File: src/design/command_settings.svh
`ifndef COMMAND_SETTINGS_SVH
`define COMMAND_SETTINGS_SVH

// stream word
`define WORD_W      32          // width of a receive or transmit word

// register bank
`define NUM_REGS    8           // register 0 plus the read/write registers
`define REG_ADDR_W  3           // bits of a register number

// command codes, low bits of the command word
`define CC_W        5           // width of the code field
`define CC_LOOPBACK 1           // echo the payload
`define CC_RD_REG   2           // read one register
`define CC_WR_REG   3           // write one register

`endif

File: src/design/command_pkg.sv
`include "command_settings.svh"

package command_pkg;

	typedef enum logic [`CC_W-1:0] {
		CMD_LOOPBACK = `CC_W'(`CC_LOOPBACK), // echo payload
		CMD_RD_REG   = `CC_W'(`CC_RD_REG),   // register read
		CMD_WR_REG   = `CC_W'(`CC_WR_REG)    // register write
	} cmd_code_t;

	typedef logic [`REG_ADDR_W-1:0] reg_addr_t;                // register number
	typedef logic [`NUM_REGS-2:0][`WORD_W-1:0] reg_bank_t;     // writable registers 1 and up

	// where the transmit word comes from
	typedef enum logic [2:0] {
		SRC_NONE, SRC_SERIAL, SRC_COMMAND, SRC_INV_CMD, SRC_RX_DATA, SRC_REG_DATA
	} reply_src_t;

	typedef struct packed {
		logic       valid;                    // handler offers a tx word
		logic       last;                     // it ends the reply
		reply_src_t src;                      // mux select
	} reply_ctrl_t;

	typedef struct packed {
		logic run;                            // start pulse from the dispatcher
		logic running;                        // handler busy
		logic done;                           // handler finished, one cycle
	} handler_ctl_t;

	typedef enum logic [2:0] {CS_IDLE, CS_COMMAND, CS_RUN, CS_WAIT, CS_DRAIN} cmd_state_t;
	typedef enum logic [2:0] {LB_IDLE, LB_SERIAL, LB_COMMAND, LB_DATA, LB_DONE} lb_state_t;
	typedef enum logic [3:0] {
		RA_IDLE, RA_NUMBER, RA_DATA_IN, RA_READ, RA_SERIAL,
		RA_COMMAND, RA_REG_DATA, RA_INV_CMD, RA_DONE
	} ra_state_t;

endpackage

File: src/design/frame_pkg.sv
`include "command_settings.svh"

package frame_pkg;

	typedef logic [`WORD_W-1:0] word_t;      // one stream word

	// receive beat, valid holds its word until taken
	typedef struct packed {
		word_t data;                          // payload word
		logic  last;                          // final word of the frame
		logic  valid;                         // word is present
	} rx_beat_t;

	// transmit beat, same layout
	typedef struct packed {
		word_t data;                          // reply word
		logic  last;                          // final word of the reply
		logic  valid;                         // word is present
	} tx_beat_t;

endpackage

File: src/design/command_sm.sv
`timescale 1ns/10ps
`include "command_settings.svh"

module command_sm (
	input  logic                      clk,
	input  logic                      reset,
	input  frame_pkg::rx_beat_t       rx,            // receive stream
	output logic                      rx_take,       // we accept the rx word
	output frame_pkg::word_t          serial,        // serial number of the frame
	output frame_pkg::word_t          command,       // command word of the frame
	output logic                      cmd_last,      // command word ended the frame
	output logic                      loopback_run,  // start the loopback handler
	input  command_pkg::handler_ctl_t loopback_ctl,  // loopback run/running/done
	output logic                      reg_run,       // start the register handler
	input  command_pkg::handler_ctl_t reg_ctl,       // register run/running/done
	output logic                      sm_idle        // waiting for a serial word
);
	import command_pkg::*;

	cmd_state_t state;
	cmd_state_t next_state;
	cmd_code_t  new_code;                            // code of the word now on rx
	cmd_code_t  held_code;                           // code of the latched command
	logic       accept;                              // rx word moves this cycle

	assign accept    = rx.valid && rx_take;
	assign new_code  = cmd_code_t'(rx.data[`CC_W-1:0]);
	assign held_code = cmd_code_t'(command[`CC_W-1:0]);

	//////////////////////////////////////////////////////////////////////
	// header receive and dispatch
	always_comb begin
		next_state = state;
		rx_take    = 1'b0;
		case (state)
			CS_IDLE: begin
				rx_take = 1'b1;                          // serial number word
				if (rx.valid && !rx.last)
					next_state = CS_COMMAND;
			end
			CS_COMMAND: begin
				rx_take = 1'b1;                          // command word
				if (rx.valid) begin
					case (new_code)
						CMD_LOOPBACK: next_state = CS_RUN;  // may have no payload
						CMD_RD_REG, CMD_WR_REG: begin
							if (rx.last)
								next_state = CS_IDLE;           // no register number, drop
							else
								next_state = CS_RUN;
						end
						default: begin
							if (rx.last)
								next_state = CS_IDLE;
							else
								next_state = CS_DRAIN;          // unknown code, eat the rest
						end
					endcase
				end
			end
			CS_RUN: next_state = CS_WAIT;               // run pulse goes out here
			CS_WAIT: begin
				if (loopback_ctl.done || reg_ctl.done)
					next_state = CS_IDLE;
			end
			CS_DRAIN: begin
				rx_take = 1'b1;
				if (rx.valid && rx.last)
					next_state = CS_IDLE;
			end
			default: next_state = CS_IDLE;
		endcase
	end

	always_ff @(posedge clk) begin
		if (reset)
			state <= CS_IDLE;
		else
			state <= next_state;
	end

	// header words, loaded as they are taken
	always_ff @(posedge clk) begin
		if (accept && state == CS_IDLE)
			serial <= rx.data;
		if (accept && state == CS_COMMAND) begin
			command  <= rx.data;
			cmd_last <= rx.last;                     // loopback with no payload
		end
	end

	assign loopback_run = (state == CS_RUN) && (held_code == CMD_LOOPBACK);
	assign reg_run      = (state == CS_RUN) && (held_code == CMD_RD_REG || held_code == CMD_WR_REG);
	assign sm_idle      = (state == CS_IDLE);

	// a new command never starts on top of a busy handler
	a_run_when_free: assert property (@(posedge clk) disable iff (reset)
		(loopback_ctl.run || reg_ctl.run) |-> !(loopback_ctl.running || reg_ctl.running));

endmodule

File: src/design/command_top.sv
`timescale 1ns/10ps

module command_top (
	input  logic                   clk,
	input  logic                   reset,
	input  frame_pkg::rx_beat_t    rx,           // command frames
	output logic                   rx_ready,
	output frame_pkg::tx_beat_t    tx,           // reply frames
	input  logic                   tx_ready,
	input  logic [2:0]             ch_addr,      // channel address jumpers
	output command_pkg::reg_bank_t settings,     // writable registers
	output logic                   sm_idle       // dispatcher waiting for a frame
);
	import frame_pkg::*;
	import command_pkg::*;

	word_t        serial;
	word_t        command;
	word_t        reg_data;
	logic         cmd_last;
	logic         cmd_take, loopback_take, reg_take;
	logic         loopback_run, loopback_running, loopback_done;
	logic         reg_run, reg_running, reg_done;
	handler_ctl_t loopback_ctl;
	handler_ctl_t reg_ctl;
	reply_ctrl_t  loopback_reply;
	reply_ctrl_t  reg_reply;
	reg_addr_t    reg_num;
	logic         rd_en, wr_en, illegal;

	assign loopback_ctl = '{run: loopback_run, running: loopback_running, done: loopback_done};
	assign reg_ctl      = '{run: reg_run, running: reg_running, done: reg_done};

	command_sm i_command_sm (
		.clk, .reset, .rx, .rx_take(cmd_take), .serial, .command, .cmd_last,
		.loopback_run, .loopback_ctl, .reg_run, .reg_ctl, .sm_idle
	);

	loopback_sm i_loopback_sm (
		.clk, .reset, .run(loopback_run), .running(loopback_running), .done(loopback_done),
		.rx, .rx_take(loopback_take), .tx_ready, .reply(loopback_reply), .cmd_last
	);

	// read and write codes differ only in bit 0, write is odd
	reg_access_sm i_reg_access_sm (
		.clk, .reset, .run(reg_run), .is_write(command[0]), .running(reg_running),
		.done(reg_done), .rx, .rx_take(reg_take), .tx_ready, .reply(reg_reply),
		.reg_num, .rd_en, .wr_en, .illegal
	);

	register_block i_register_block (
		.clk, .reset, .ch_addr, .reg_num, .rd_en, .wr_en, .wr_data(rx.data),
		.rd_data(reg_data), .illegal, .settings
	);

	reply_mux i_reply_mux (
		.clk, .reset, .loopback_reply, .reg_reply, .cmd_take, .loopback_take, .reg_take,
		.serial, .command, .rx_data(rx.data), .reg_data, .tx, .rx_ready
	);

endmodule

File: src/design/loopback_sm.sv
`timescale 1ns/10ps

module loopback_sm (
	input  logic                     clk,
	input  logic                     reset,
	input  logic                     run,        // start pulse
	output logic                     running,    // busy with a frame
	output logic                     done,       // one cycle after the last echo
	input  frame_pkg::rx_beat_t      rx,         // payload words
	output logic                     rx_take,    // take rx only while tx takes the echo
	input  logic                     tx_ready,
	output command_pkg::reply_ctrl_t reply,      // tx control toward the mux
	input  logic                     cmd_last    // frame ended on the command word
);
	import command_pkg::*;

	lb_state_t state;
	lb_state_t next_state;

	always_comb begin
		next_state  = state;
		rx_take     = 1'b0;
		reply.valid = 1'b0;
		reply.last  = 1'b0;
		reply.src   = SRC_NONE;
		case (state)
			LB_IDLE: begin
				if (run)
					next_state = LB_SERIAL;
			end
			LB_SERIAL: begin
				reply.valid = 1'b1;
				reply.src   = SRC_SERIAL;
				if (tx_ready)
					next_state = LB_COMMAND;
			end
			LB_COMMAND: begin
				reply.valid = 1'b1;
				reply.last  = cmd_last;              // empty payload ends here
				reply.src   = SRC_COMMAND;
				if (tx_ready)
					next_state = cmd_last ? LB_DONE : LB_DATA;
			end
			LB_DATA: begin
				reply.valid = rx.valid;              // echo passes straight through
				reply.last  = rx.last;
				reply.src   = SRC_RX_DATA;
				rx_take     = tx_ready;
				if (rx.valid && tx_ready && rx.last)
					next_state = LB_DONE;
			end
			LB_DONE: next_state = LB_IDLE;
			default: next_state = LB_IDLE;
		endcase
	end

	always_ff @(posedge clk) begin
		if (reset)
			state <= LB_IDLE;
		else
			state <= next_state;
	end

	assign running = (state != LB_IDLE);
	assign done    = (state == LB_DONE);

endmodule

File: src/design/reg_access_sm.sv
`timescale 1ns/10ps
`include "command_settings.svh"

module reg_access_sm (
	input  logic                     clk,
	input  logic                     reset,
	input  logic                     run,        // start pulse
	input  logic                     is_write,   // frame is a write and is sampled with run
	output logic                     running,
	output logic                     done,
	input  frame_pkg::rx_beat_t      rx,         // register number and then write data
	output logic                     rx_take,
	input  logic                     tx_ready,
	output command_pkg::reply_ctrl_t reply,
	output command_pkg::reg_addr_t   reg_num,    // latched register number
	output logic                     rd_en,      // read strobe to the bank
	output logic                     wr_en,      // write strobe with the rx word as data
	input  logic                     illegal     // bank has no such register
);
	import command_pkg::*;

	ra_state_t state;
	ra_state_t next_state;
	logic      write_op;                         // current frame is a write
	logic      high_bits;                        // number word beyond the field width
	logic      bad_num;                          // no register behind the number

	assign bad_num = high_bits || illegal;

	//////////////////////////////////////////////////////////////////////
	// payload intake and reply sequence
	always_comb begin
		next_state  = state;
		rx_take     = 1'b0;
		rd_en       = 1'b0;
		wr_en       = 1'b0;
		reply.valid = 1'b0;
		reply.last  = 1'b0;
		reply.src   = SRC_NONE;
		case (state)
			RA_IDLE: begin
				if (run)
					next_state = RA_NUMBER;
			end
			RA_NUMBER: begin
				rx_take = 1'b1;
				if (rx.valid) begin
					if (!write_op)
						next_state = RA_READ;
					else if (rx.last)
						next_state = RA_SERIAL;            // write without data skips the strobe
					else
						next_state = RA_DATA_IN;
				end
			end
			RA_DATA_IN: begin
				rx_take = 1'b1;
				wr_en   = rx.valid && !bad_num;          // write as the data word moves
				if (rx.valid)
					next_state = RA_SERIAL;
			end
			RA_READ: begin
				rd_en      = !bad_num;                   // data ready next cycle
				next_state = RA_SERIAL;
			end
			RA_SERIAL: begin
				reply.valid = 1'b1;
				reply.src   = SRC_SERIAL;
				if (tx_ready)
					next_state = RA_COMMAND;
			end
			RA_COMMAND: begin
				reply.valid = 1'b1;
				reply.src   = SRC_COMMAND;
				if (tx_ready)
					next_state = (!write_op && !bad_num) ? RA_REG_DATA : RA_INV_CMD;
			end
			RA_REG_DATA: begin
				reply.valid = 1'b1;
				reply.src   = SRC_REG_DATA;
				if (tx_ready)
					next_state = RA_INV_CMD;
			end
			RA_INV_CMD: begin
				reply.valid = 1'b1;
				reply.last  = 1'b1;                      // closes every register reply
				reply.src   = SRC_INV_CMD;
				if (tx_ready)
					next_state = RA_DONE;
			end
			RA_DONE: next_state = RA_IDLE;
			default: next_state = RA_IDLE;
		endcase
	end

	always_ff @(posedge clk) begin
		if (reset)
			state <= RA_IDLE;
		else
			state <= next_state;
	end

	always_ff @(posedge clk) begin
		if (run)
			write_op <= is_write;
		if (state == RA_NUMBER && rx.valid) begin
			reg_num   <= rx.data[`REG_ADDR_W-1:0];
			high_bits <= |rx.data[`WORD_W-1:`REG_ADDR_W];
		end
	end

	assign running = (state != RA_IDLE);
	assign done    = (state == RA_DONE);

	// a waiting rx word stays put until this handler takes it
	a_rx_held: assert property (@(posedge clk) disable iff (reset)
		(running && rx.valid && !rx_take) |=> (rx.valid && $stable(rx.data)));

endmodule

File: src/design/register_block.sv
`timescale 1ns/10ps
`include "command_settings.svh"

module register_block (
	input  logic                   clk,
	input  logic                   reset,
	input  logic [2:0]             ch_addr,      // channel address jumpers
	input  command_pkg::reg_addr_t reg_num,      // register to access
	input  logic                   rd_en,
	input  logic                   wr_en,
	input  frame_pkg::word_t       wr_data,
	output frame_pkg::word_t       rd_data,      // valid the cycle after rd_en
	output logic                   illegal,      // number out of range
	output command_pkg::reg_bank_t settings      // toward the acquisition logic
);
	import frame_pkg::*;
	import command_pkg::*;

	logic [2:0] ch_addr_fixed;                   // jumpers after correction
	reg_bank_t  bank;                            // registers 1 and up
	reg_addr_t  slot;                            // bank index for reg_num

	assign slot    = reg_num - `REG_ADDR_W'(1);
	assign illegal = int'(reg_num) >= `NUM_REGS;

	// one channel has its jumpers set to 110 instead of 011
	always_ff @(posedge clk) begin
		if (ch_addr == 3'b110)
			ch_addr_fixed <= 3'b011;
		else
			ch_addr_fixed <= ch_addr;
	end

	//////////////////////////////////////////////////////////////////////
	// register bank, register 0 is read only
	always_ff @(posedge clk) begin
		if (reset)
			bank <= '0;
		else if (wr_en && !illegal && reg_num != '0)
			bank[slot] <= wr_data;
	end

	always_ff @(posedge clk) begin
		if (rd_en) begin
			if (reg_num == '0)
				rd_data <= word_t'(ch_addr_fixed);   // channel address, zero extended
			else
				rd_data <= bank[slot];
		end
	end

	assign settings = bank;

endmodule

File: src/design/reply_mux.sv
`timescale 1ns/10ps

module reply_mux (
	input  logic                     clk,
	input  logic                     reset,
	input  command_pkg::reply_ctrl_t loopback_reply, // loopback handler control
	input  command_pkg::reply_ctrl_t reg_reply,      // register handler control
	input  logic                     cmd_take,       // dispatcher takes header words
	input  logic                     loopback_take,
	input  logic                     reg_take,
	input  frame_pkg::word_t         serial,
	input  frame_pkg::word_t         command,
	input  frame_pkg::word_t         rx_data,        // word on the receive stream
	input  frame_pkg::word_t         reg_data,       // register bank read data
	output frame_pkg::tx_beat_t      tx,
	output logic                     rx_ready
);
	import command_pkg::*;

	reply_ctrl_t sel;                            // control of the active handler

	// only one handler runs, the idle one holds valid low
	assign sel      = loopback_reply.valid ? loopback_reply : reg_reply;
	assign rx_ready = cmd_take || loopback_take || reg_take;

	//////////////////////////////////////////////////////////////////////
	// transmit word select
	always_comb begin
		tx.valid = sel.valid;
		tx.last  = sel.last;
		case (sel.src)
			SRC_SERIAL:   tx.data = serial;
			SRC_COMMAND:  tx.data = command;
			SRC_INV_CMD:  tx.data = ~command;        // closes register replies
			SRC_RX_DATA:  tx.data = rx_data;         // loopback echo
			SRC_REG_DATA: tx.data = reg_data;
			default:      tx.data = '0;
		endcase
	end

	// two handlers never offer a word at once
	a_one_source: assert property (@(posedge clk) disable iff (reset)
		!(loopback_reply.valid && reg_reply.valid));

endmodule

File: config.mk
export PLATFORM = sky130hd
export DESIGN_NAME = command_top
export DESIGN_NICKNAME = d
export VERILOG_FILES = /design/src/design/command_pkg.sv /design/src/design/frame_pkg.sv /design/src/design/command_sm.sv /design/src/design/command_top.sv /design/src/design/loopback_sm.sv /design/src/design/reg_access_sm.sv /design/src/design/register_block.sv /design/src/design/reply_mux.sv
export VERILOG_INCLUDE_DIRS = /design/src /design/src/design
export SDC_FILE = /design/constraint.sdc
export NUM_CORES = 1
export LEC_CHECK = 0
export BUFFER_PORTS_ARGS = -buffer_cell sky130_fd_sc_hd__buf_4
export CAP_MARGIN = 20
export CELL_PAD_IN_SITES_DETAIL_PLACEMENT = 1
export CELL_PAD_IN_SITES_GLOBAL_PLACEMENT = 1
export CORE_UTILIZATION = 45
export CTS_CLUSTER_SIZE = 16
export DETAILED_ROUTE_END_ITERATION = 10
export MAX_ROUTING_LAYER = met4
export PLACE_DENSITY_LB_ADDON = 0.08
export SLEW_MARGIN = 5
export SYNTH_ARGS = -nofsm -noshare
export SYNTH_HDL_FRONTEND = slang
export SYNTH_SLANG_ARGS = --single-unit
export TNS_END_PERCENT = 1
File: constraint.sdc
create_clock -name clk -period 8.2 [get_ports clk]
set_input_delay 1.64 -clock clk [delete_from_list [all_inputs] [get_ports clk]]
set_output_delay 1.64 -clock clk [all_outputs]
set_load 0.05 [all_outputs]
# Yosys cells after proc, flatten, opt, wreduce, memory -nomap -nowiden
# Cells that the tools add are included.
word_totals:
  regBits: 339
  input_bits: 40
  output_inout_bits: 260
  elab_cells: 145
op_classes:
  n_addsub: 1
  magnitude_cmp: 2
  eq_ne: 43
  mux: 44
  bitwise: 1
  n_reduce_logical: 35
ops:
  columns: ["operator", "n"]
  rows:
  - ["$bwmux W224", 1]
  - ["$pmux W32 S5", 1]
  - ["$bmux W32 S3", 1]
  - ["$demux W32 S3", 1]
  - ["$mux W32", 2]
  - ["$mux W3", 12]
  - ["$mux W4", 8]
  - ["$not A32 Y32", 1]
  - ["$pmux W4 S8", 1]
  - ["$reduce_or A29 Y1", 1]
  - ["$pmux W3 S4", 2]
  - ["$ne A2 B2 Y1 const B", 11]
  - ["$eq A5 B2 Y1 const B", 4]
  - ["$eq A3 B2 Y1 const B", 6]
  - ["$eq A4 B3 Y1 const B", 4]
  - ["$eq A3 B3 Y1 const B", 5]
  - ["$pmux W3 S5", 1]
  - ["$logic_and A1 B1 Y1", 14]
  - ["$eq A5 B1 Y1 const B", 2]
  - ["$eq A3 B1 Y1 const B", 3]
  - ["$logic_not A3 Y1", 3]
  - ["$pmux W3 S3", 1]
  - ["$eq A4 B2 Y1 const B", 2]
  - ["$mux W1", 8]
  - ["other kinds (19)", 31]

# Depth between registers and ports, before layout
logic_depth:
  word_depth: 6
  depth_mapped: 11
  mapped_depth_nobuf: 7

# Modules after synthesis
# A second synthesis with hierarchy kept.
hier_totals:
  cells_unflattened: 1557
  hier_area_um2: 16980.0
by_module_without_submodules:
  columns: ["mod", "n_inst", "cells_each", "area_each_um2", "seq_area_each_um2"]
  rows:
  - ["register_block", 1, 1082, 11964.0, 5505.3]
  - ["command_sm", 1, 106, 2242.2, 2011.9]
  - ["reply_mux", 1, 270, 1914.3, 0.0]
  - ["reg_access_sm", 1, 64, 590.6, 230.2]
  - ["loopback_sm", 1, 35, 269.0, 60.1]

# Least setup slack after synthesis
# No wires, ideal clock.
synth_path:
  path_type: "input port to output port"
  start: "input rx[0] in the netlist's numbering"
  end: "output tx[1] in the netlist's numbering"
  arrival_time_ns: 3.155
  required_ns: 6.560
  slack_ns: 3.405
  stages: 6
  n_path_buf: 2
  path_cell_list: "nand3b_1 -> a211oi_1 -> o22a_1 -> clkbuf_1 -> clkbuf_1 -> a32o_1"
synth_lines:
  columns: ["item", "line_no", "source"]
  rows:
  - ["start, declared", "command_top.sv:6", "input frame_pkg::rx_beat_t rx,"]
  - ["end, declared", "command_top.sv:8", "output frame_pkg::tx_beat_t tx,"]

==> results_dict.tcl <==
set metrics [dict create \
    cp_cell_sequence "buf_4 -> nand3b_1 -> a21oi_1 -> nand3_1 -> a21oi_2 -> buf_4 -> a221o_1 -> buf_4" \
    slew_violations 0 \
    port_buffers 299 \
    fp-row-count 66 \
    h-tree-depth 2 \
    avgSynthCellArea_um2 8.83 \
    met3_usage_pct 6.29 \
    cap_violations 0 \
    drtIter0Drc 1235 \
    busiest_layer "met2" \
    core_area_mm2 0.0328 \
    worst_setup_path_start_kind "input pin" \
    drcViolationCount 0 \
    syn_to_final_growth_pct 22.8 \
    grt_max_degree 118 \
    fin_total_pwr_uw 4150 \
    switchingPower_uw 1210 \
    netlist_area_mm2 0.0151 \
    synth_fp_nets 1755 \
    clk_path_buf_depth 3 \
    hold_viol_final 0 \
    place_hpwl_mm 40.8 \
    cp-startpoint "rx[0]" \
    cts_resized 0 \
    routedWlPerCell_um 25.0 \
    drive_gt1_share_pct 21.7 \
    setup_violations 0 \
    power.internal_uw 2940 \
    dr.pass1.iters 5 \
    min_path_type "register to register" \
    synth_seq_area_share_pct 51.6 \
    rsz0062_at_grt "no" \
    fmaxAchievable_mhz 187 \
    fin_skew_ps 16.4 \
    grt_util_met1_pct 46.4 \
    r2r_start "i_reg_access_sm.reg_num[0]" \
    fin_crit_ps 5360 \
    cts_buffers 37 \
    ys.flop_type "dfxtp_1" \
    wl_mm 59.5 \
    path_class "input pin to primary output" \
    holdWs_ps 473 \
    cts_sinks 339 \
    clkSlewWorstSetupHoldPaths_ps 60 \
    die_area_mm2 0.0343 \
    final_nets 1956 \
    slowest_stage "a21oi_1" \
    ys_warn_count 0 \
    postSynth.asyncResetShare_pct 0 \
    power.density_mw_per_mm2 224 \
    antenna_found_initial 2 \
    power.share.sequential_pct 43.7 \
    p_comb_share_pct 16.7 \
    yosysUniqueCellTypes 61 \
    tightest_slew_ps 1180 \
    via_per_inst 5.94 \
    slowest_delay_ps 420 \
    cp_num_buf_inv 3 \
    postCtsSetupBuffers 0 \
    cts_tree "done" \
    p_clk_share_pct 39.6 \
    synth_edf_count 102 \
    cts-root-buf "clkbuf_16" \
    ys_seq_elements 339 \
    insertion_delay_ps 510 \
    finalCritPeriodShare_pct 65.4 \
    final.setup.tns_ps 0 \
    grt_usage_pct 35.3 \
    crit_fanout 29 \
    crit_arrival_ps 3720 \
    die_y_um 185 \
    postCtsHoldBufs 0 \
    ir_worst_vdd_v 0.000128 \
    antenna_left 0 \
    relSlewSlack_pct 21.2 \
    diodes 0 \
    overflow 0 \
    hp-start "i_register_block.settings[50]" \
    start_util_pct 46.1 \
    io_pins 300 \
    syn_inst 1713 \
    vias 14200 \
    swShare_pct 29.2 \
    place_area_mm2 0.0174 \
    cp_top_family "compound AO/OA/AOI/OAI gates" \
    met2_usage_pct 54.4 \
    end_kind "primary output" \
    design_area_mm2 0.0186 \
    cpMostUsedCell "buf_4" \
    gp_congestion 0.854 \
    grt_pass1_vias 13900 \
    fillers 3853 \
    worst_ep_required_time_ps 6560 \
    p_leak_uw 0.00719 \
    outcome "complete, no violations" \
    fp.dieW_um 185 \
    grt_first_pass_wirelength_mm 87.3 \
]
flip-flops by register name, indices dropped and copies added (netlist names):
register / cells
i_command_sm.cmd_last: 1
i_command_sm.command: 32
i_command_sm.serial: 32
i_command_sm.state: 3
i_loopback_sm.state: 3
i_reg_access_sm.high_bits: 1
i_reg_access_sm.reg_num: 3
i_reg_access_sm.state: 4
i_reg_access_sm.write_op: 1
i_register_block.ch_addr_fixed: 3
i_register_block.rd_data: 32
i_register_block.settings: 224
power by group through the flow:
stage                     combinational [uW]  sequential, uW  clock (uW)
after floorplan                          468            1840           0
after global placement                   672            1850           0
after detailed placement                 684            1850           0
after CTS                                687            1810        1650
after global routing                     726            1820        1720
final                                    693            1810        1640
cells in the final DEF (no fill, tap or decap), types with 12 or more instances in the layout:
master	Yosys	final
nand2_1	540	540
buf_4	13	327
a21oi_1	253	252
dfxtp_1	237	237
edfxtp_1	102	102
mux2i_1	65	65
nor2_1	51	48
inv_1	38	38
clkbuf_16	0	37
a22o_1	32	32
a221o_1	32	32
o21ai_0	21	21
nor3_1	22	20
a221oi_1	15	15
mux4_2	13	13
o2bb2ai_1	12	12
cells by family (layout without fill, tap and decap cells):
| logic type | after synthesis | count (layout) | synth area share [%] |
|---|---|---|---|
| simple gates | 667 | 667 | 17.8 |
| compound gates | 413 | 413 | 17.2 |
| flops | 339 | 339 | 51.6 |
| buf+inv | 207 | 433 | 6.53 |
| mux | 80 | 80 | 6.39 |
| xor+xnor | 5 | 5 | 0.290 |
| fa+ha+maj | 2 | 2 | 0.165 |
metrics by stage:
| step | worst slack, ps | instances | util [%] |
|---|---|---|---|
| finish | 2840 | 2381 | 56.6 |
| global route | 2730 | 2381 | 56.6 |
| CTS | 2690 | 2380 | 56.6 |
| detailed placement | 2680 | 2316 | 53.0 |
| global placement | 2880 | 2316 | 53.0 |
| floorplan | 3400 | 1713 | - |
cells in the mapped netlist (5+ instances only):
library cell	n	share of area, %
nor4_1	8	0.33
a22o_1	32	1.9
buf_6	13	0.97
a31oi_1	8	0.33
a21oi_1	253	8.4
mux4_2	13	1.9
o2bb2ai_1	12	0.69
nor2_1	51	1.3
a222oi_1	7	0.46
a221oi_1	15	0.87
nand2b_1	7	0.29
mux2i_1	65	4.3
buf_4	13	0.65
edfxtp_1	102	20
nand2_1	540	13
clkbuf_1	85	2.1
inv_1	38	0.94
a221o_1	32	2.1
and2_1	5	0.21
a211oi_1	6	0.30
dfxtp_1	237	31
buf_1	5	0.12
buf_2	51	1.7
and3_1	7	0.29
nand3_1	8	0.26
o21ai_0	21	0.69
nor3_1	22	0.73
worst register-to-register path: stages (launching register included):
cell      delay, ps
edfxtp_1        330
buf_4           500
clkinv_1        240
ha_2            330
buf_4           380
nor2b_1        1010
nand3_1        1020
buf_4           540
nand2_1         110
a21oi_1          90
worst paths after layout:
path	slack [ps]	cells after the start	endpoint
worst min-delay path	470	2	i_register_block.settings[50]
worst min register to register	470	2	i_register_block.settings[50]
worst max register to register	3490	9	i_register_block.settings[194]
worst max-delay path	2840	8	tx[27]
layer usage:
layer  vias to the layer above  routed length, um
met2                       620              27500
met1                      7105              24800
met5                         -                  0
met4                         0               1970
li1                       6311                  -
met3                       114               5210
final cells by class:
class / count / area (um^2) / area share, %
Clock inverter: 16 / 158 / 0.849
Clock buffer: 48 / 1020 / 5.48
Timing Repair Buffer: 329 / 2480 / 13.3
Inverter: 40 / 150 / 0.809
Sequential cell: 339 / 7810 / 42.0
Tap cell: 442 / 553 / 2.98
Multi-Input combinational cell: 1167 / 6410 / 34.5
Note: power is estimated with default switching activity, not from simulation.
